==> src/design/boot_pkg.sv <==
`default_nettype none

package boot_pkg;

  localparam int ROM_DEPTH = 256;
  localparam int SRC_DEPTH = 1024;
  localparam int TGT_DEPTH = 1024;

  typedef logic [31:0] word_t;
  typedef logic [15:0] src_addr_t;  // Source memory decodes the low 10 bits
  typedef logic [9:0]  tgt_addr_t;
  typedef logic [7:0]  rom_addr_t;
  typedef logic [15:0] count_t;

  // Command word as held in the ROM, 36 bits
  typedef struct packed {
    logic      skip;
    logic      enable;     // Clear means pause here
    logic      dm_select;  // 0 IM, 1 DM
    logic      reserved;
    src_addr_t src_start;
    count_t    count;
  } boot_cmd_t;

  typedef struct packed {
    logic      dm_select;
    src_addr_t src_start;
  } copy_req_t;

  typedef struct packed {
    logic      wr;
    tgt_addr_t addr;
    word_t     data;
  } tgt_wr_t;

  typedef enum logic [2:0] {IDLE, FETCH, DECODE, LOAD, COPY, DRAIN, DONE} seq_state_t;

endpackage

`default_nettype wire

==> src/design/copy_datapath.sv <==
`timescale 1ns/1ps
`default_nettype none

module copy_datapath (
  input  wire                      clock,
  input  wire                      ir_rst,
  input  wire                      load,
  input  wire boot_pkg::copy_req_t req,
  input  wire                      step,
  output boot_pkg::src_addr_t      src_addr,
  input  wire boot_pkg::word_t     src_data,
  output boot_pkg::tgt_wr_t        im_wr,
  output boot_pkg::tgt_wr_t        dm_wr
);

  import boot_pkg::*;

  logic      dm_sel;      // Target of the current block
  logic      rd_pending;  // Source read issued last cycle
  tgt_addr_t im_ptr;
  tgt_addr_t dm_ptr;

  always_ff @(posedge clock) begin
    if (ir_rst) begin
      src_addr   <= '0;
      dm_sel     <= 1'b0;
      rd_pending <= 1'b0;
      im_ptr     <= '0;
      dm_ptr     <= '0;
    end else begin
      rd_pending <= step;
      if (load) begin
        src_addr <= req.src_start;
        dm_sel   <= req.dm_select;
      end else if (step) begin
        src_addr <= src_addr + src_addr_t'(1);
      end
      // Fill pointers carry on across blocks
      if (rd_pending && !dm_sel) begin
        im_ptr <= im_ptr + tgt_addr_t'(1);
      end
      if (rd_pending && dm_sel) begin
        dm_ptr <= dm_ptr + tgt_addr_t'(1);
      end
    end
  end

  always_comb begin
    im_wr.wr   = rd_pending && !dm_sel;
    im_wr.addr = im_ptr;
    im_wr.data = src_data;
    dm_wr.wr   = rd_pending && dm_sel;
    dm_wr.addr = dm_ptr;
    dm_wr.data = src_data;
  end

  // A new block must not reroute a word still in flight
  a_load_idle: assert property (@(posedge clock) disable iff (ir_rst)
    load |-> !rd_pending)
    else $error("copy_datapath: block loaded while a write is pending");

endmodule

`default_nettype wire

==> config.mk <==
export PLATFORM = sky130hd
export DESIGN_NAME = copy_datapath
export DESIGN_NICKNAME = d
export VERILOG_FILES = /design/src/design/boot_pkg.sv /design/src/design/copy_datapath.sv
export SDC_FILE = /design/constraint.sdc
export NUM_CORES = 1
export LEC_CHECK = 0
export BUFFER_PORTS_ARGS = -buffer_cell sky130_fd_sc_hd__buf_2
export CAP_MARGIN = 20
export CORE_AREA = 8 8 81 83
export CTS_CLUSTER_DIAMETER = 30
export DETAILED_ROUTE_END_ITERATION = 6
export DIE_AREA = 0 0 89 91
export HOLD_SLACK_MARGIN = 0.12
export MAX_ROUTING_LAYER = met4
export PLACE_DENSITY = 0.92
export SLEW_MARGIN = 40
export SYNTH_ARGS = -nofsm -noshare
export SYNTH_HDL_FRONTEND = slang
export SYNTH_SLANG_ARGS = --single-unit
export TNS_END_PERCENT = 100
==> constraint.sdc <==
create_clock -name clock -period 4.18 [get_ports clock]
set_input_delay 0.836 -clock clock [delete_from_list [all_inputs] [get_ports clock]]
set_output_delay 0.836 -clock clock [all_outputs]
set_load 0.005 [all_outputs]
==> flow_summary_export.csv <==
group,metric,value,unit
clock_tree,cts.path.max_buffers,2,
hold_path,whs_path_depth,2,
clock_tree,cts_buffers,5,
power_and_ir_drop,ir_worst_vdd,143,uV
run,cap_violations,0,
synth,syn_area,0.00232,mm^2
floorplan,io_pins,155,
critical_path,crit_path_cell_trace,"nor2b_1 > buf_2",
power_and_ir_drop,p_sw,181,uW
timing,postLayoutSetupSlackWorst,2070,ps
synth,ys_top_cells_by_count,"buf_4, dfxtp_1, nor2_1, xnor2_1, nand2_1",
global_routing,grt_max_degree,40,
synth,synth_seq_area_share,32.8,%
timing,fin_crit,2110,ps
clock_tree,insertion_delay,280,ps
placed_design,dp_slack,2080,ps
routing,vias,1709,
synth,synth_area_per_cell,8.53,um^2
synth,synth_top_family_by_area,"buffers and inverters",
synth,synth_area_leaders,"dfxtp_1, buf_4, xnor2_1",
power_and_ir_drop,power_frac_comb,9.4,%
clock_tree,holdBufCountCts,0,
synth,yosys.area.top_type,"dfxtp_1",
finish,nets,319,
power_and_ir_drop,power_density,319,mW/mm^2
synth,yosysTopAreaCellShare,32.8,%
clock_tree,cts_resized,0,
placed_design,dp_hpwl,3700,um
synth,synth_seq_cells,38,
placed_design,globalplace.congestion,0.822,
critical_path,crit_path_end_kind,"output pin",
timing,fmax,474,MHz
clock_tree,clkSinkCount,38,
critical_path,cp.required,3340,ps
synth,synthesis.nets,328,
power_and_ir_drop,internal_power,540,uW
floorplan,start_util,43.5,%
placed_design,io_buffers,58,
power_and_ir_drop,p_leak,0.934,nW
synth,yosysMostFrequentCell,"buf_4",
timing,rsz0062_at_grt,"false",
critical_path,r2r_cells,4,
timing,finalSetupViolCount,0,
floorplan,die_h,91,um
global_routing,grt_pass1_wl,7920,um
finish,drive_above_1_share,28.0,%
global_routing,grt_pass1_vias,1677,
routing,viasPerCell,5.09,
synth,synth-xor-area-share,10.6,%
timing,post-route-period-util,50.4,%
power_and_ir_drop,swShare,25.1,%
routing,final_antenna_net_count,0,
synth,synth_compound_area_share,6.68,%
finish,synthToLayoutAreaGrowth,-2.70,%
critical_path,crit_type,"register to output pin",
clock_tree,htreeDepth,2,
synth,synth_flop_cell,"dfxtp_1",
critical_path,critPathLaunchType,"register",
timing,relSlewSlack,51.3,%
run_status,status,"completed",
power_and_ir_drop,p_seq_share,54.8,%
floorplan,coreArea,0.00534,mm^2
synth,synth_cells,272,
routing,drt-pass1-iter-count,4,
finish,diodes,0,
synth,synthArstFlopShare,0,%
routing,wl_per_cell,14.7,um
clock_tree,post-cts-setup-buffers,0,
synth,synth_adder_area_share,1.62,%
critical_path,cp_max_fo,5,
critical_path,worstPathArrival,1270,ps
global_routing,antenna_found_initial,0,
timing,hold_violations,0,
clock_tree,cts_root_buf,"clkbuf_8",
timing,skew,6.68,ps
synth,synth_edf_count,0,
power_and_ir_drop,clkPwrFrac,35.8,%
floorplan,rows,27,
synth,synthMuxAreaShare,1.78,%
finish,fill_cells,555,
routing,routed_wirelength,4920,um
global_routing,grt-ovfl-total,0,
timing,maxSlewViolCount,0,
hold_path,hold_path_class,"register to register",
clock_tree,cts_tree,"done",
global_routing,groute.usage.overall,12.4,%
synth,synth_warnings,0,
synth,synth-simple-area-share,22.4,%
floorplan,die_x,89,um
timing,tns,0,ps
routing,drc,0,
clock_tree,cts.clk_slew.worst_paths,70,ps
floorplan,die-area,0.00810,mm^2
synth,yosysUniqueCellTypes,36,
critical_path,slowest_stage,"dfxtp_1",
critical_path,slowest_delay,410,ps
routing,drtIter0Drc,69,
timing,worst_pin_slew,730,ps
==> metal layers <==
| layer | vias to the layer above | routed length (um) | track usage (%) |
|---|---|---|---|
| li1 | 830 | - | - |
| met1 | 782 | 2210 | 14.5 |
| met2 | 63 | 2050 | 17.4 |
| met3 | 34 | 427 | 4.23 |
| met4 | 0 | 233 | 8.32 |
| met5 | - | 0 | - |
==> layout make-up <==
type	count	area, um^2	area share, %
Clock buffer	7	86.3	3.82
Clock inverter	1	5.00	0.222
Inverter	7	26.3	1.16
Sequential cell	38	761	33.7
Timing Repair Buffer	58	290	12.9
Multi-Input combinational cell	153	1000	44.3
Tap cell	72	90.1	3.99
==> cells by family after synthesis <==
family,count (synthesis)
AO/OA/AOI/OAI,24
XOR/XNOR,28
adder cells (fa/ha/maj),3
buffers and inverters,81
flip-flops,38
multiplexers,4
AND/OR/NAND/NOR,94
==> stage by stage <==
step / instance area (um^2) / total power [mW] / hold slack, ps / std cells / util [%]
global placement: 2170 / 0.469 / 481 / 328 / 40.6
global route: 2260 / 0.758 / 532 / 336 / 42.3
finish: 2260 / 0.721 / 507 / 336 / 42.3
CTS: 2260 / 0.732 / 511 / 336 / 42.3
floorplan: 2320 / 0.490 / 481 / 272 / -
detailed placement: 2170 / 0.471 / 500 / 328 / 40.6
==> layout by cell type, fill, tap and decap left out, types with 2 or more instances in the layout <==
| cell | netlist | routed |
|---|---|---|
| buf_2 | 1 | 58 |
| dfxtp_1 | 38 | 38 |
| nor2_1 | 30 | 30 |
| xnor2_1 | 20 | 20 |
| nand2_1 | 19 | 19 |
| nor3_1 | 9 | 9 |
| a21oi_1 | 9 | 9 |
| xor2_1 | 8 | 8 |
| nand4_1 | 8 | 8 |
| a211oi_1 | 7 | 7 |
| inv_1 | 6 | 6 |
| nand3_1 | 6 | 6 |
| clkbuf_8 | 0 | 6 |
| o21ai_0 | 4 | 4 |
| or3_1 | 4 | 4 |
| nor2b_1 | 3 | 3 |
| nor4_1 | 3 | 3 |
| mux2i_1 | 3 | 3 |
| ha_1 | 3 | 3 |
| and3_1 | 2 | 2 |
| nand4_4 | 2 | 2 |
| nor4_2 | 2 | 2 |
| a311oi_1 | 2 | 2 |
==> flip-flops by register name (all words and copies together) (netlist names) <==
register and cells:
src_addr 16, dm_sel 1, rd_pending 1, im_ptr 10, dm_ptr 10
==> worst max-delay path, delay by kind of cell (launching register included) <==
family	cells	cell delay [ps]
buffers and inverters	1	200
DFF	1	410
and+or+nand+nor	1	390
==> power groups by stage <==
stage	Clock [mW]	Sequential [mW]	Combinational, mW
after floorplan	0	0.401	0.0891
after detailed placement	0	0.403	0.0680
after global placement	0	0.403	0.0660
final	0.258	0.395	0.0675
after global routing	0.284	0.397	0.0763
after CTS	0.268	0.395	0.0682
==> final timing paths <==
path                                endpoint   startpoint  slack (ps)
worst max-delay path               im_wr[42]   rd_pending        2070
worst min-delay path               dm_ptr[1]    dm_ptr[1]         510
worst max register to register  src_addr[14]  src_addr[3]        2510
worst min register to register     dm_ptr[1]    dm_ptr[1]         510
(Power assumes the default switching activity.)
