===== config.mk =====
export PLATFORM = sky130hd
export DESIGN_NAME = block_counter
export DESIGN_NICKNAME = d
export VERILOG_FILES = /design/src/design/boot_pkg.sv /design/src/design/block_counter.sv
export SDC_FILE = /design/constraint.sdc
export NUM_CORES = 1
export LEC_CHECK = 0
export ABC_CLOCK_PERIOD_IN_PS = 2500
export BUFFER_PORTS_ARGS = -buffer_cell sky130_fd_sc_hd__buf_4
export CAP_MARGIN = 20
export CORE_UTILIZATION = 54
export CTS_BUF_LIST = sky130_fd_sc_hd__clkbuf_2 sky130_fd_sc_hd__clkbuf_4 sky130_fd_sc_hd__clkbuf_8
export DETAILED_ROUTE_END_ITERATION = 7
export GPL_TIMING_DRIVEN = 1
export HOLD_SLACK_MARGIN = 0.05
export PLACE_DENSITY_LB_ADDON = 0.08
export SLEW_MARGIN = 20
export SYNTH_ARGS = -nofsm -noshare
export SYNTH_HDL_FRONTEND = slang
export SYNTH_SLANG_ARGS = --single-unit

===== constraint.sdc =====
create_clock -name clock -period 2.5 [get_ports clock]
set_clock_uncertainty 0.05 [all_clocks]
set_input_delay 0.5 -clock clock [delete_from_list [all_inputs] [get_ports clock]]
set_output_delay 0.5 -clock clock [all_outputs]
set_load 0.05 [all_outputs]

===== src/design/boot_pkg.sv =====
`default_nettype none

package boot_pkg;

  localparam int ROM_DEPTH = 256;
  localparam int SRC_DEPTH = 1024;
  localparam int TGT_DEPTH = 1024;

  typedef logic [31:0] word_t;
  typedef logic [15:0] src_addr_t;  // Source memory decodes the low 10 bits
  typedef logic [9:0]  tgt_addr_t;
  typedef logic [7:0]  rom_addr_t;
  typedef logic [15:0] count_t;

  // Command word as held in the ROM, 36 bits
  typedef struct packed {
    logic      skip;
    logic      enable;     // Clear means pause here
    logic      dm_select;  // 0 IM, 1 DM
    logic      reserved;
    src_addr_t src_start;
    count_t    count;
  } boot_cmd_t;

  typedef struct packed {
    logic      dm_select;
    src_addr_t src_start;
  } copy_req_t;

  typedef struct packed {
    logic      wr;
    tgt_addr_t addr;
    word_t     data;
  } tgt_wr_t;

  typedef enum logic [2:0] {IDLE, FETCH, DECODE, LOAD, COPY, DRAIN, DONE} seq_state_t;

endpackage

`default_nettype wire


===== src/design/block_counter.sv =====
`timescale 1ns/1ps
`default_nettype none

module block_counter (
  input  wire                   clock,
  input  wire                   ir_rst,
  input  wire                   load_count,
  input  wire boot_pkg::count_t count,
  input  wire                   step,
  output logic                  empty
);

  import boot_pkg::*;

  count_t remaining;  // Words still to be read

  always_ff @(posedge clock) begin
    if (ir_rst) begin
      remaining <= '0;
    end else if (load_count) begin
      remaining <= count;
    end else if (step) begin
      remaining <= remaining - count_t'(1);
    end
  end

  // Also true straight after a zero-count load
  assign empty = (remaining == '0);

endmodule

`default_nettype wire


==> impl_metrics.csv, run 1 <==
group,metric,value,unit
status,outcome,"complete, but fails checks",
status,violations,"setup timing",
cells_and_area,regMostFlops,"remaining",
power,leakage,0.400,nW
global_route,grt_first_pass_wirelength,3090,um
placed_design,place_hpwl,1250,um
clock_network,cts.clk_slew.worst_paths,90,ps
timing,fmaxAchievable,396,MHz
timing,period_needed,2530,ps
floorplanning,pin_count,21,
floorplanning,start_util,0.585,
synthesis,ys_types,29,
worst_setup_path,path_class,"reg -> out",
detailed_routing,vias_per_cell,5.73,
power,post-layout-total-power,0.000578,W
worst_setup_path,end_kind,"primary output",
timing,rsz0062_at_grt,"yes",
synthesis,synth.avg_cell_area,8.90,um2
floorplanning,num_rows,14,
timing,setup_viol,1,
synthesis,synth_top_area_share,0.364,
placed_design,dp_slack,200,ps
placed_design,place.gp.congestion,0.726,
worst_setup_path,r2r-start,"remaining[6]$_SDFFE_PP0P_",
clock_network,cts-root-buf,"clkbuf_4",
global_route,grt_util_all_layers,0.228,
cells_and_area,utilization,0.711,
cells_and_area,fin_nets,141,
worst_setup_path,crit_required,1950,ps
worst_setup_path,crit_start,"remaining[6]$_SDFFE_PP0P_",
synthesis,seq_area_frac_synth,0.364,
synthesis,yosysWarnings,0,
timing,final.period_utilization,1.01,
synthesis,ys_top_cells_by_area,"dfxtp_1 (36%), xnor2_1 (8.9%), a211oi_1 (6.8%)",
clock_network,cts_hold_buf,0,
floorplanning,dieArea,1800,um2
synthesis,synth_nets,120,
synthesis,netlist_area,881,um2
timing,tightest_slew,424,ps
synthesis,synth_cells,99,
synthesis,synth_edf_count,0,
floorplanning,core,1510,um2
detailed_routing,remaining_drc_errors,0,
detailed_routing,drtIter0Drc,1,
floorplanning,die-height,42.4,um
detailed_routing,drt-pass1-iter-count,2,
power,ir_worst_vdd,0.000358,V
worst_setup_path,crit_arrival,1980,ps
worst_setup_path,crit_path_max_fanout,2,
synthesis,yosys_register_bits,16,
cells_and_area,drive_gt1_frac,0.322,
clock_network,cts_buffers,3,
worst_hold_path,holdCritStartpoint,"count[1]",
cells_and_area,fillCellCount,123,
detailed_routing,avgRoutedWirePerCell,13.2,um
synthesis,async_flop_share,0,
clock_network,cts.sinks,16,
flow_run,maxCapViolations,0,
cells_and_area,antennaDiodeCount,0,
global_route,grt_overflow,0,
floorplanning,die_width,42.4,um
cells_and_area,mostFrequentLayoutCells,"buf_4 (20), nor2_1 (13), dfxtp_1 (13), xnor2_1 (9)",
clock_network,cts_tree,"done",
global_route,antenna_found_initial,0,
cells_and_area,layout_commonest_cell,"buf_4",
power,powerDensity,540,nW/um2
global_route,grt_pass1_vias,731,
synthesis,synth_top_cell_by_area,"dfxtp_1",
cells_and_area,area_growth,21.6,%
timing,hold-worst-slack,398,ps
cells_and_area,top_regs,"remaining: 16 flops",
global_route,grt_max_degree,29,
cells_and_area,largest_register_ffs,16,
timing,fin_tns_setup,-26.1,ps
synthesis,ys.flop_type,"dfxtp_1",
clock_network,cts_htree_levels,1,
clock_network,clk_latency,290,ps
worst_hold_path,min_path_type,"in -> reg",
clock_network,clockBufferDepth,2,
detailed_routing,routed_wl,1780,um
detailed_routing,vias,768,
placed_design,io_buffers,20,
timing,hold_viol_final,0,
timing,setup_slack,-26.1,ps
timing,slew_violations,0,
detailed_routing,ant_nets,0,
worst_setup_path,startpoint_type,"flop",
timing,slew_headroom,0.717,
Yosys cell counts (2+ instances only):
cell and instances:
dfxtp_1 16, nor2_1 13, xnor2_1 9, a211oi_1 8, nand2_1 8, or3_1 5
a21oi_1 4, nor4_2 4, a311oi_1 3, nor4_1 3, buf_1 2, inv_1 2
nor3_2 2, o21ai_0 2, or4_4 2, or4b_1 2, xor2_1 2
per-stage QoR:
| stage | std cells | cell area, um2 |
|---|---|---|
| finish | 134 | 1070 |
| floorplan | 99 | 891 |
| detailed placement | 131 | 1040 |
| global route | 134 | 1070 |
| CTS | 134 | 1070 |
| global placement | 131 | 1040 |
where the power goes:
part	internal, W	total (W)	switching [W]
Combinational	0.0000713	0.000145	0.0000736
Sequential	0.000276	0.000297	0.0000203
Clock	0.0000561	0.000137	0.0000805
path summary, 6_finish.rpt:
path,to,slack (ps),cells after the start
max,empty,-30,4
min reg2reg,remaining[2]$_SDFFE_PP0P_,470,2
max reg2reg,remaining[12]$_SDFFE_PP0P_,480,5
min,remaining[1]$_SDFFE_PP0P_,400,3
critical path, cell delays in order (launching register included):
cell and delay (ps):
dfxtp_2 340, or4_4 530, or4b_4 500, nor3_4 140, buf_6 180
cells by family after synthesis:
logic type / count (synthesis) / synth area share
compound gates: 21 / 0.172
simple gates: 42 / 0.297
buf+inv: 8 / 0.0440
xor+xnor: 11 / 0.109
fa+ha+maj: 1 / 0.0142
flops: 16 / 0.364
metal layers:
layer | GRT usage | wire length, um | vias to the layer above
met1 | 0.287 | 846 | 337
li1 | - | - | 406
met4 | 0.156 | 51 | 0
met5 | 0 | 0 | -
met2 | 0.360 | 813 | 18
met3 | 0.0302 | 64 | 7
area by class of cell:
class	count	area, um2	area share
timing repair buffer	21	161	0.151
tap	16	20.0	0.0187
inverter	3	11.3	0.0105
sequential	16	324	0.303
clock buffer	3	22.5	0.0210
multi-input combinational	75	532	0.496
what timing repair did:
item	4_1_cts	5_1_grt
gates resized for setup	2	2
setup endpoints to repair	1	1
buffers inserted	0	0
pin swaps	1	0
cloned	0	0
Power figures use the tool's default switching activity.
==> run 2: changes to the inputs <==
BUFFER_PORTS_ARGS = -buffer_cell sky130_fd_sc_hd__buf_2   (was -buffer_cell sky130_fd_sc_hd__buf_4)
==> impl_metrics.csv, run 2 (synthesized netlist as in run 1, its figures left out) <==
group,metric,value,unit
timing,fin_tns_setup,-12.7,ps
floorplanning,pin_count,21,
global_route,grt_first_pass_wirelength,3120,um
power,post-layout-total-power,0.000568,W
status,violations,"setup timing",
worst_setup_path,critPathMaxStageDelay,530,ps
cells_and_area,largest_register_ffs,16,
worst_hold_path,min_path_type,"in -> reg",
global_route,grt_pass1_vias,716,
placed_design,io_buffers,20,
worst_setup_path,crit_required,1950,ps
worst_setup_path,slowest_stage,"or4_4",
timing,slew_violations,0,
cells_and_area,regMostFlops,"remaining",
timing,setup_slack,-12.7,ps
clock_network,cts-root-buf,"clkbuf_4",
detailed_routing,vias,768,
timing,fmaxAchievable,398,MHz
flow_run,maxCapViolations,0,
clock_network,cts.clk_slew.worst_paths,90,ps
worst_setup_path,crit_arrival,1960,ps
power,leakage,0.383,nW
global_route,antenna_found_initial,0,
clock_network,cts_tree,"done",
cells_and_area,top_regs,"remaining: 16 flops",
cells_and_area,fin_nets,141,
cells_and_area,utilization,0.679,
timing,tightest_slew,441,ps
floorplanning,start_util,0.585,
status,outcome,"complete, but fails checks",
timing,hold_viol_final,0,
worst_setup_path,startpoint_type,"flop",
power,powerDensity,555,nW/um2
floorplanning,dieArea,1800,um2
detailed_routing,drt-pass1-iter-count,4,
worst_setup_path,crit_family,"simple AND/OR/NAND/NOR gates",
cells_and_area,mostFrequentLayoutCells,"buf_2 (19), nor2_1 (13), dfxtp_1 (13), xnor2_1 (9)",
worst_setup_path,path_class,"reg -> out",
floorplanning,num_rows,14,
detailed_routing,vias_per_cell,5.73,
floorplanning,core,1510,um2
floorplanning,die_width,42.4,um
placed_design,place_hpwl,1170,um
placed_design,placed_cells,131,
worst_setup_path,path_cells,"or4_4 > or4b_4 > nor3_4 > buf_6",
timing,rsz0062_at_grt,"yes",
placed_design,place.gp.congestion,0.701,
floorplanning,die-height,42.4,um
timing,slew_headroom,0.705,
power,ir_worst_vdd,0.000420,V
cells_and_area,finalNonFillerCells,134,
detailed_routing,avgRoutedWirePerCell,12.8,um
global_route,grt_util_all_layers,0.226,
detailed_routing,remaining_drc_errors,0,
clock_network,clockBufferDepth,2,
cells_and_area,drive_gt1_frac,0.322,
global_route,grt_max_degree,29,
detailed_routing,drtIter0Drc,11,
clock_network,cts_buffers,3,
timing,final.period_utilization,1.01,
timing,period_needed,2510,ps
clock_network,clk_latency,280,ps
placed_design,dp_slack,149,ps
clock_network,cts_htree_levels,1,
cells_and_area,layout_commonest_cell,"buf_2",
detailed_routing,ant_nets,0,
detailed_routing,routed_wl,1720,um
cells_and_area,antennaDiodeCount,0,
global_route,grt_overflow,0,
worst_setup_path,end_kind,"primary output",
worst_setup_path,crit_buf_inv,1,
clock_network,cts_hold_buf,0,
clock_network,cts.sinks,16,
timing,setup_viol,1,
cells_and_area,area_growth,16.2,%
worst_setup_path,crit_path_max_fanout,2,
run 2: changes by cell type in the layout (fill, tap and decap cells not counted):
cell	before	now
buf_4	20	1
buf_2	0	19
run 2: timing repair:
item                                    CTS  global route
gates cloned                              0             0
endpoints found under the setup margin    1             1
pin swaps                                 1             0
gates resized for setup                   4             1
setup buffers                             0             0
run 2: final cells by class:
type                            count  area [um2]
Inverter                            3        11.3
Multi-Input combinational cell     75         532
Fill cell                         132         483
Sequential cell                    16         324
Tap cell                           16        20.0
Timing Repair Buffer               21         114
Clock buffer                        3        22.5
run 2: path summary, 6_finish.rpt:
| path | startpoint | end | slack, ps | depth (start not counted) |
|---|---|---|---|---|
| worst min-delay path | count[3] | remaining[3]$_SDFFE_PP0P_ | 390 | 3 |
| worst min register to register | remaining[2]$_SDFFE_PP0P_ | remaining[2]$_SDFFE_PP0P_ | 470 | 2 |
| worst max register to register | remaining[6]$_SDFFE_PP0P_ | remaining[12]$_SDFFE_PP0P_ | 510 | 5 |
| worst max-delay path | remaining[6]$_SDFFE_PP0P_ | empty | -10 | 4 |
run 2: report_power, final:
group	switching (W)	internal (W)	total, W
combinational	0.0000717	0.0000629	0.000135
clock	0.0000804	0.0000559	0.000136
sequential	0.0000204	0.000276	0.000297
run 2: metal layers:
metal / track usage / routed length (um)
met5: 0 / 0
met4: 0.113 / 10
met3: 0.0259 / 44
met2: 0.372 / 800
met1: 0.290 / 858
run 2: metrics by stage:
step / hold slack, ps / instance area [um2]
3_3_place_gp: 445 / 991
6_report: 393 / 1020
3_5_place_dp: 461 / 991
5_1_grt: 405 / 1020
4_1_cts: 388 / 1020
2_1_floorplan: 420 / 891
run 2: worst register-to-register path, stage by stage, from the launching register on:
cell	delay, ps
dfxtp_2	340
or4_4	530
buf_4	190
or3_1	390
o311ai_1	270
a31oi_1	110
