$ cat src/design/boot_pkg.sv
`default_nettype none

package boot_pkg;

  localparam int ROM_DEPTH = 256;
  localparam int SRC_DEPTH = 1024;
  localparam int TGT_DEPTH = 1024;

  typedef logic [31:0] word_t;
  typedef logic [15:0] src_addr_t;  // Source memory decodes the low 10 bits
  typedef logic [9:0]  tgt_addr_t;
  typedef logic [7:0]  rom_addr_t;
  typedef logic [15:0] count_t;

  // Command word as held in the ROM, 36 bits
  typedef struct packed {
    logic      skip;
    logic      enable;     // Clear means pause here
    logic      dm_select;  // 0 IM, 1 DM
    logic      reserved;
    src_addr_t src_start;
    count_t    count;
  } boot_cmd_t;

  typedef struct packed {
    logic      dm_select;
    src_addr_t src_start;
  } copy_req_t;

  typedef struct packed {
    logic      wr;
    tgt_addr_t addr;
    word_t     data;
  } tgt_wr_t;

  typedef enum logic [2:0] {IDLE, FETCH, DECODE, LOAD, COPY, DRAIN, DONE} seq_state_t;

endpackage

`default_nettype wire

$ cat src/design/boot_sequencer.sv
`timescale 1ns/1ps
`default_nettype none

module boot_sequencer (
  input  wire                      clock,
  input  wire                      ir_rst,
  input  wire                      start,
  output boot_pkg::rom_addr_t      rom_addr,
  input  wire boot_pkg::boot_cmd_t rom_data,
  output logic                     load,
  output boot_pkg::copy_req_t      req,
  output logic                     load_count,
  output boot_pkg::count_t         count,
  output logic                     step,
  input  wire                      empty,
  output logic                     waiting,
  output logic                     boot_done
);

  import boot_pkg::*;

  seq_state_t state;
  seq_state_t state_nxt;
  logic       pc_inc;
  logic       pause_hit;
  logic       paused;  // Set once a pause command has been seen

  always_comb begin
    state_nxt = state;
    pc_inc    = 1'b0;
    pause_hit = 1'b0;
    case (state)
      IDLE: begin
        if (start) begin
          state_nxt = FETCH;
        end
      end
      FETCH: state_nxt = DECODE;  // ROM read in flight
      DECODE: begin
        if (rom_data == '0) begin
          state_nxt = DONE;
        end else if (rom_data.skip) begin
          pc_inc    = 1'b1;
          state_nxt = FETCH;
        end else if (!rom_data.enable) begin
          // Resume with the next command on start
          pc_inc    = 1'b1;
          pause_hit = 1'b1;
          state_nxt = IDLE;
        end else begin
          state_nxt = LOAD;
        end
      end
      LOAD: begin
        pc_inc    = 1'b1;
        state_nxt = COPY;
      end
      COPY: begin
        if (empty) begin
          state_nxt = DRAIN;
        end
      end
      DRAIN:   state_nxt = FETCH;  // Last write lands
      DONE:    state_nxt = DONE;
      default: state_nxt = IDLE;
    endcase
  end

  always_ff @(posedge clock) begin
    if (ir_rst) begin
      state    <= IDLE;
      rom_addr <= '0;
      paused   <= 1'b0;
    end else begin
      state <= state_nxt;
      if (pc_inc) begin
        rom_addr <= rom_addr + rom_addr_t'(1);
      end
      if (pause_hit) begin
        paused <= 1'b1;
      end
    end
  end

  // ROM output still holds the decoded command during LOAD
  assign load          = (state == LOAD);
  assign load_count    = (state == LOAD);
  assign req.dm_select = rom_data.dm_select;
  assign req.src_start = rom_data.src_start;
  assign count         = rom_data.count;
  assign step          = (state == COPY) && !empty;
  assign waiting       = (state == IDLE) && paused;
  assign boot_done     = (state == DONE);

  // Running past the terminator would decode unloaded ROM words
  a_known_cmd: assert property (@(posedge clock) disable iff (ir_rst)
    (state == DECODE) |-> !$isunknown(rom_data))
    else $error("boot_sequencer: unknown command decoded");

endmodule

`default_nettype wire

$ cat config.mk
export PLATFORM = sky130hd
export DESIGN_NAME = boot_sequencer
export DESIGN_NICKNAME = d
export VERILOG_FILES = /design/src/design/boot_pkg.sv /design/src/design/boot_sequencer.sv
export SDC_FILE = /design/constraint.sdc
export NUM_CORES = 1
export LEC_CHECK = 0
export BUFFER_PORTS_ARGS = -buffer_cell sky130_fd_sc_hd__buf_4
export CORE_ASPECT_RATIO = 1.5
export CORE_MARGIN = 2
export CORE_UTILIZATION = 38
export DETAILED_ROUTE_END_ITERATION = 8
export MAX_ROUTING_LAYER = met4
export PLACE_DENSITY_LB_ADDON = 0.25
export SETUP_SLACK_MARGIN = 0.2
export SLEW_MARGIN = 20
export SYNTH_ARGS = -nofsm -noshare
export SYNTH_HDL_FRONTEND = slang
export SYNTH_SLANG_ARGS = --single-unit
$ cat constraint.sdc
create_clock -name clock -period 2.6 [get_ports clock]
set_input_delay 0.52 -clock clock [delete_from_list [all_inputs] [get_ports clock]]
set_output_delay 0.52 -clock clock [all_outputs]
set_load 0.05 [all_outputs]
==> out/qor.yml, run 1 <==
outcome:
  status: "finished clean"
cts:
  cts_tree: "done"
  clockBufferDepth: 2
  htree_num_levels: 1
  cts-root-buf: "clkbuf_4"
  cts_hold_buf: 0
  cts.sinks: 12
  cts_resized: 0
  clkTransAtPathRegs_ns: 0.07
  post_cts_buffers: 0
  clk_latency_ns: 0.27
  cts_made_buffers: 3
routing:
  drc: 0
  wl_met2_mm: 1.50
  wire_per_inst_um: 13.3
  dr.pass1.iters: 3
  postRouteAntennaNets: 0
  routed_wl_mm: 2.65
  routed-via-count: 1055
  viasPerCell: 5.28
  wl_met3_um: 171
  top_layer: "met4"
  dr.first_iter.drc_count: 19
  wl_met1_um: 955
timing:
  period_minus_slack_ns: 2.28
  fmax_mhz: 439
  fin_ws_ns: 0.321
  hold_viol: 0
  worst_slew_pin_slew_ns: 0.601
  final.setup.tns_ns: 0
  drv_slew: 0
  final.setup_skew_ns: 0.00252
  fin_crit_sh_pct: 87.7
  rsz0062_at_grt: "no"
  setup_viol: 0
  slew-limit-headroom_pct: 59.7
place:
  dp_slack_ns: 0.0274
  place_congestion: 0.761
  dpl_cell_area_mm2: 0.00142
  placed_cells_incl_taps: 197
  numPortBuffers: 85
  post-dp-hpwl_mm: 2.27
floorplan:
  io_pins: 86
  core_mm2: 0.00248
  dieWidth_um: 45.9
  row_count: 22
  dieHeight_um: 66.9
  start_util_pct: 40.5
  dieArea_mm2: 0.00307
logic_synthesis:
  netlist_area_mm2: 0.00100
  ys_warn_count: 0
  syn_inst: 123
  synth_top_area_share_pct: 25.5
  yosysTopAreaCell: "buf_4"
  avgSynthCellArea_um2: 8.15
  synth_seq_cells: 12
  synthesis.nets: 164
  synth_area_leaders: "buf_4 (25%), dfxtp_1 (24%), nor4_1 (5.0%)"
  yosysUniqueCellTypes: 32
  yosysSeqAreaShare_pct: 24.0
cells_and_area:
  finalNetCount: 219
  stdcell_count: 200
  n_antenna_cell: 0
  post-route-util_pct: 58.3
  final_cell_mix: "buf_4 (86), dfxtp_1 (12), a21oi_1 (8)"
  area_delta_synth_final_pct: 44.1
  fin_area_mm2: 0.00144
  drive_above_1_share_pct: 54.0
  layout_commonest_cell: "buf_4"
power:
  vdd_ir_drop_max_v: 0.000178
  p_leak_nw: 0.658
  powerDensity_mw_per_mm2: 379
global_route:
  grt_pass1_wl_mm: 4.29
  grt_pass1_vias: 1097
  gr-total-overflow: 0
  grt_util_all_layers_pct: 19.0
  grt_max_degree: 16
  antenna_found_initial: 0
job:
  cap_violations: 0
critical_path:
  cp-end-kind: "register"
  cp.required_ns: 2.76
  r2r-start: "state[1]$_SDFFE_PP0P_"
  rr_endpoint: "rom_addr[3]$_SDFFE_PP0P_"
  rrSetupSlack_ns: 0.87
  arrival_ns: 2.44
  critPathMaxFanout: 4
  start_kind: "primary input"
  critPathKind: "primary input to register"
  ff2ff_path_depth: 4
min_path:
  hold_path_depth: 2
  holdCritStartpoint: "paused$_SDFFE_PP0P_"
  hp-class: "register to register"
  min_to: "paused$_SDFFE_PP0P_"
[routing by layer]
layer,vias up,track usage [%]
met5,-,-
met4,0,8.57
met3,2,0.813
met2,58,34.9
met1,472,19.8
li1,523,-
[worst max-delay path by stage]
stage / start / to / slack (ns) / depth (start not counted)
floorplan: rom_data[13] / rom_addr[5]$_SDFFE_PP0P_ / 0.23 / 5
global placement: rom_data[13] / rom_addr[5]$_SDFFE_PP0P_ / 0.06 / 6
detailed placement: rom_data[13] / rom_addr[7]$_SDFFE_PP0P_ / 0.03 / 6
CTS: rom_data[13] / rom_addr[7]$_SDFFE_PP0P_ / 0.33 / 6
global route: rom_data[13] / rom_addr[6]$_SDFFE_PP0P_ / 0.26 / 6
finish: rom_data[13] / rom_addr[7]$_SDFFE_PP0P_ / 0.32 / 6
[cell usage after synthesis (all sizes together)]
cell type / number
a2111oi: 1
buf: 34
a211oi: 2
clkbuf: 2
ha: 1
nor4: 9
o21ba: 1
o21ai: 4
nand3: 4
mux2: 3
nand2b: 3
o31ai: 4
nand4: 2
or4: 6
nor2: 6
o211ai: 1
a21oi: 8
dfxtp: 12
nor2b: 4
o21a: 1
or2: 1
and3: 1
nor3b: 2
nor3: 2
or3: 2
nand2: 3
inv: 4
[through the flow]
stage / power, W / hold WS (ns)
after global placement: 0.000435 / 0.462
after global routing: 0.000574 / 0.506
final: 0.000547 / 0.477
after CTS: 0.000554 / 0.483
after detailed placement: 0.000438 / 0.473
after floorplan: 0.000373 / 0.450
[sequential cells by signal, indices dropped and copies added, names as in the netlist]
name      cells
paused        1
rom_addr      8
state         3
[critical path: stages]
cell      delay, ns
buf_4          0.11
or4_1          0.51
or4_4          0.54
o31ai_4        0.30
a211oi_1       0.13
mux2_1         0.33
[kinds of logic after synthesis]
family | share of synthesized area (%)
AOI/OAI and AO/OA | 15.4
adders and majority gates | 1.25
buffers and inverters | 27.7
DFF | 24.0
muxes | 3.74
and+or+nand+nor | 28.0
[cell type report]
cell class | instances | area [µm²]
fill | 234 | 1030
timing repair buffer | 86 | 646
multi-input combinational | 71 | 490
sequential | 12 | 240
tap | 24 | 30.0
clock buffer | 3 | 22.5
inverter | 4 | 15.0
[report_power, final]
part | switching (W) | internal [W] | leakage, nW
Combinational | 0.000149 | 0.0000862 | 0.547
Sequential | 0.00000962 | 0.000188 | 0.0971
Clock | 0.0000608 | 0.0000536 | 0.0138
Total | 0.000219 | 0.000328 | 0.658
No activity file was read; power rests on OpenSTA's default activity.
==> run 2, diff against run 1 <==
Settings changed: REMOVE_ABC_BUFFERS from default to 1.
==> run 2 against run 1 <==
  * Worst setup slack got worse by 0.019 ns
  * Power is 0.54% higher
  * Cell area shrank 0.43%
  * Flip-flop and latch count unchanged
  * Hold slack worse by 0.011 ns
  * Routed wire length is 14% higher
  * Register-to-register slack improved by 0.02 ns
  * Global-route usage is 2.0 points higher
==> out/qor.yml, run 2 (same netlist as run 1, synthesis figures left out) <==
timing:
  worst_slew_pin_slew_ns: 0.633
  drv_slew: 0
  holdWs_ns: 0.465
  slew-limit-headroom_pct: 57.5
  setup_viol: 0
  final.setup_skew_ns: 0.00431
  period_minus_slack_ns: 2.30
  final.setup.tns_ns: 0
  fin_crit_sh_pct: 88.4
  fmax_mhz: 435
  rsz0062_at_grt: "no"
  hold_viol: 0
critical_path:
  cp-end-kind: "register"
  critPathMaxFanout: 4
  slowest_stage: "or4_4"
  rrSetupSlack_ns: 0.89
  critPathKind: "primary input to register"
  cp.required_ns: 2.77
  crit_chain: "buf_4 -> or4_1 -> or4_4 -> o31ai_4 -> a2111oi_1 -> mux2_4"
  start_kind: "primary input"
  slowest_delay_ns: 0.54
  ff2ff_path_depth: 3
  arrival_ns: 2.46
cts:
  cts_made_buffers: 3
  cts_resized: 0
  cts.sinks: 12
  clk_latency_ns: 0.27
  clkTransAtPathRegs_ns: 0.07
  clockBufferDepth: 2
  cts_hold_buf: 0
  post_cts_buffers: 0
  htree_num_levels: 1
  cts_tree: "done"
  cts-root-buf: "clkbuf_4"
place:
  numPortBuffers: 85
  post-dp-hpwl_mm: 2.53
  dpl_cell_area_mm2: 0.00142
  place_congestion: 0.898
floorplan:
  io_pins: 86
  dieHeight_um: 66.9
  core_mm2: 0.00248
  row_count: 22
  dieWidth_um: 45.9
  start_util_pct: 40.5
  dieArea_mm2: 0.00307
global_route:
  gr-total-overflow: 0
  grt_max_degree: 16
  grt_pass1_vias: 1075
  grt_util_all_layers_pct: 21.0
  antenna_found_initial: 0
  grt_pass1_wl_mm: 4.54
outcome:
  status: "finished clean"
cells_and_area:
  drive_above_1_share_pct: 53.4
  top_regs: "rom_addr (8), state (3), paused (1)"
  layout_commonest_cell: "buf_4"
  largest_register_ffs: 8
  finalNetCount: 219
  fin_area_mm2: 0.00144
  area_delta_synth_final_pct: 43.4
  n_antenna_cell: 0
  final_cell_mix: "buf_4 (86), dfxtp_1 (12), nor4_1 (8), a21oi_1 (8), nor2_1 (6)"
  regMostFlops: "rom_addr"
routing:
  postRouteAntennaNets: 0
  routed_wl_mm: 3.02
  viasPerCell: 5.54
  drc: 0
  dr.pass1.iters: 4
  wire_per_inst_um: 15.1
  dr.first_iter.drc_count: 17
  routed-via-count: 1107
power:
  p_leak_nw: 0.657
  powerDensity_mw_per_mm2: 383
  vdd_ir_drop_max_v: 0.000232
min_path:
  hold_path_depth: 2
  hp-class: "register to register"
job:
  cap_violations: 0
-- run 2: changes by cell type in the layout (fill, tap and decap cells not counted) --
cell    before  now
nor4_2       1    0
nor4_1       7    8
-- run 2: area by class of cell --
| cell class | count | area [µm²] |
|---|---|---|
| clock buffers | 3 | 22.5 |
| repair buffers | 86 | 646 |
| inverters | 4 | 15.0 |
| fillers | 249 | 1040 |
| multi-input cells | 71 | 484 |
| flip-flops and latches | 12 | 240 |
| well taps | 24 | 30.0 |
-- run 2: path summary, 6_finish.rpt --
path	start	end
max reg2reg	state[0]$_SDFFE_PP0P_	rom_addr[5]$_SDFFE_PP0P_
max	rom_data[13]	rom_addr[5]$_SDFFE_PP0P_
min reg2reg	paused$_SDFFE_PP0P_	paused$_SDFFE_PP0P_
min	paused$_SDFFE_PP0P_	paused$_SDFFE_PP0P_
-- run 2: power by group --
part / switching [W] / internal [W] / leakage, nW
Sequential: 0.00000872 / 0.000188 / 0.0971
Clock: 0.0000599 / 0.0000536 / 0.0138
Combinational: 0.000153 / 0.0000863 / 0.546
Total: 0.000222 / 0.000328 / 0.657
-- run 2: critical path, delay by kind of cell --
kind	cells	cell delay (ns)
buf+inv	1	0.11
simple gates	2	1.05
mux	1	0.32
compound gates	2	0.46
-- run 2: metal layers --
layer | global-route usage [%] | vias to the layer above | wire length (µm)
met3 | 1.90 | 4 | 288
met1 | 27.8 | 500 | 1370
met2 | 31.6 | 81 | 1320
met4 | 9.64 | 0 | 44
li1 | - | 522 | -
met5 | - | - | 0
-- run 2: metrics by stage --
| step | instances | worst slack [ns] | power, W | util [%] |
|---|---|---|---|---|
| final | 200 | 0.302 | 0.000550 | 58.0 |
| after global routing | 200 | 0.270 | 0.000575 | 58.0 |
| after CTS | 200 | 0.328 | 0.000555 | 58.0 |
| after detailed placement | 197 | 0.0323 | 0.000440 | 57.1 |
| after global placement | 197 | 0.0610 | 0.000439 | 57.1 |
| after floorplan | 87 | 0.161 | 0.000232 | - |
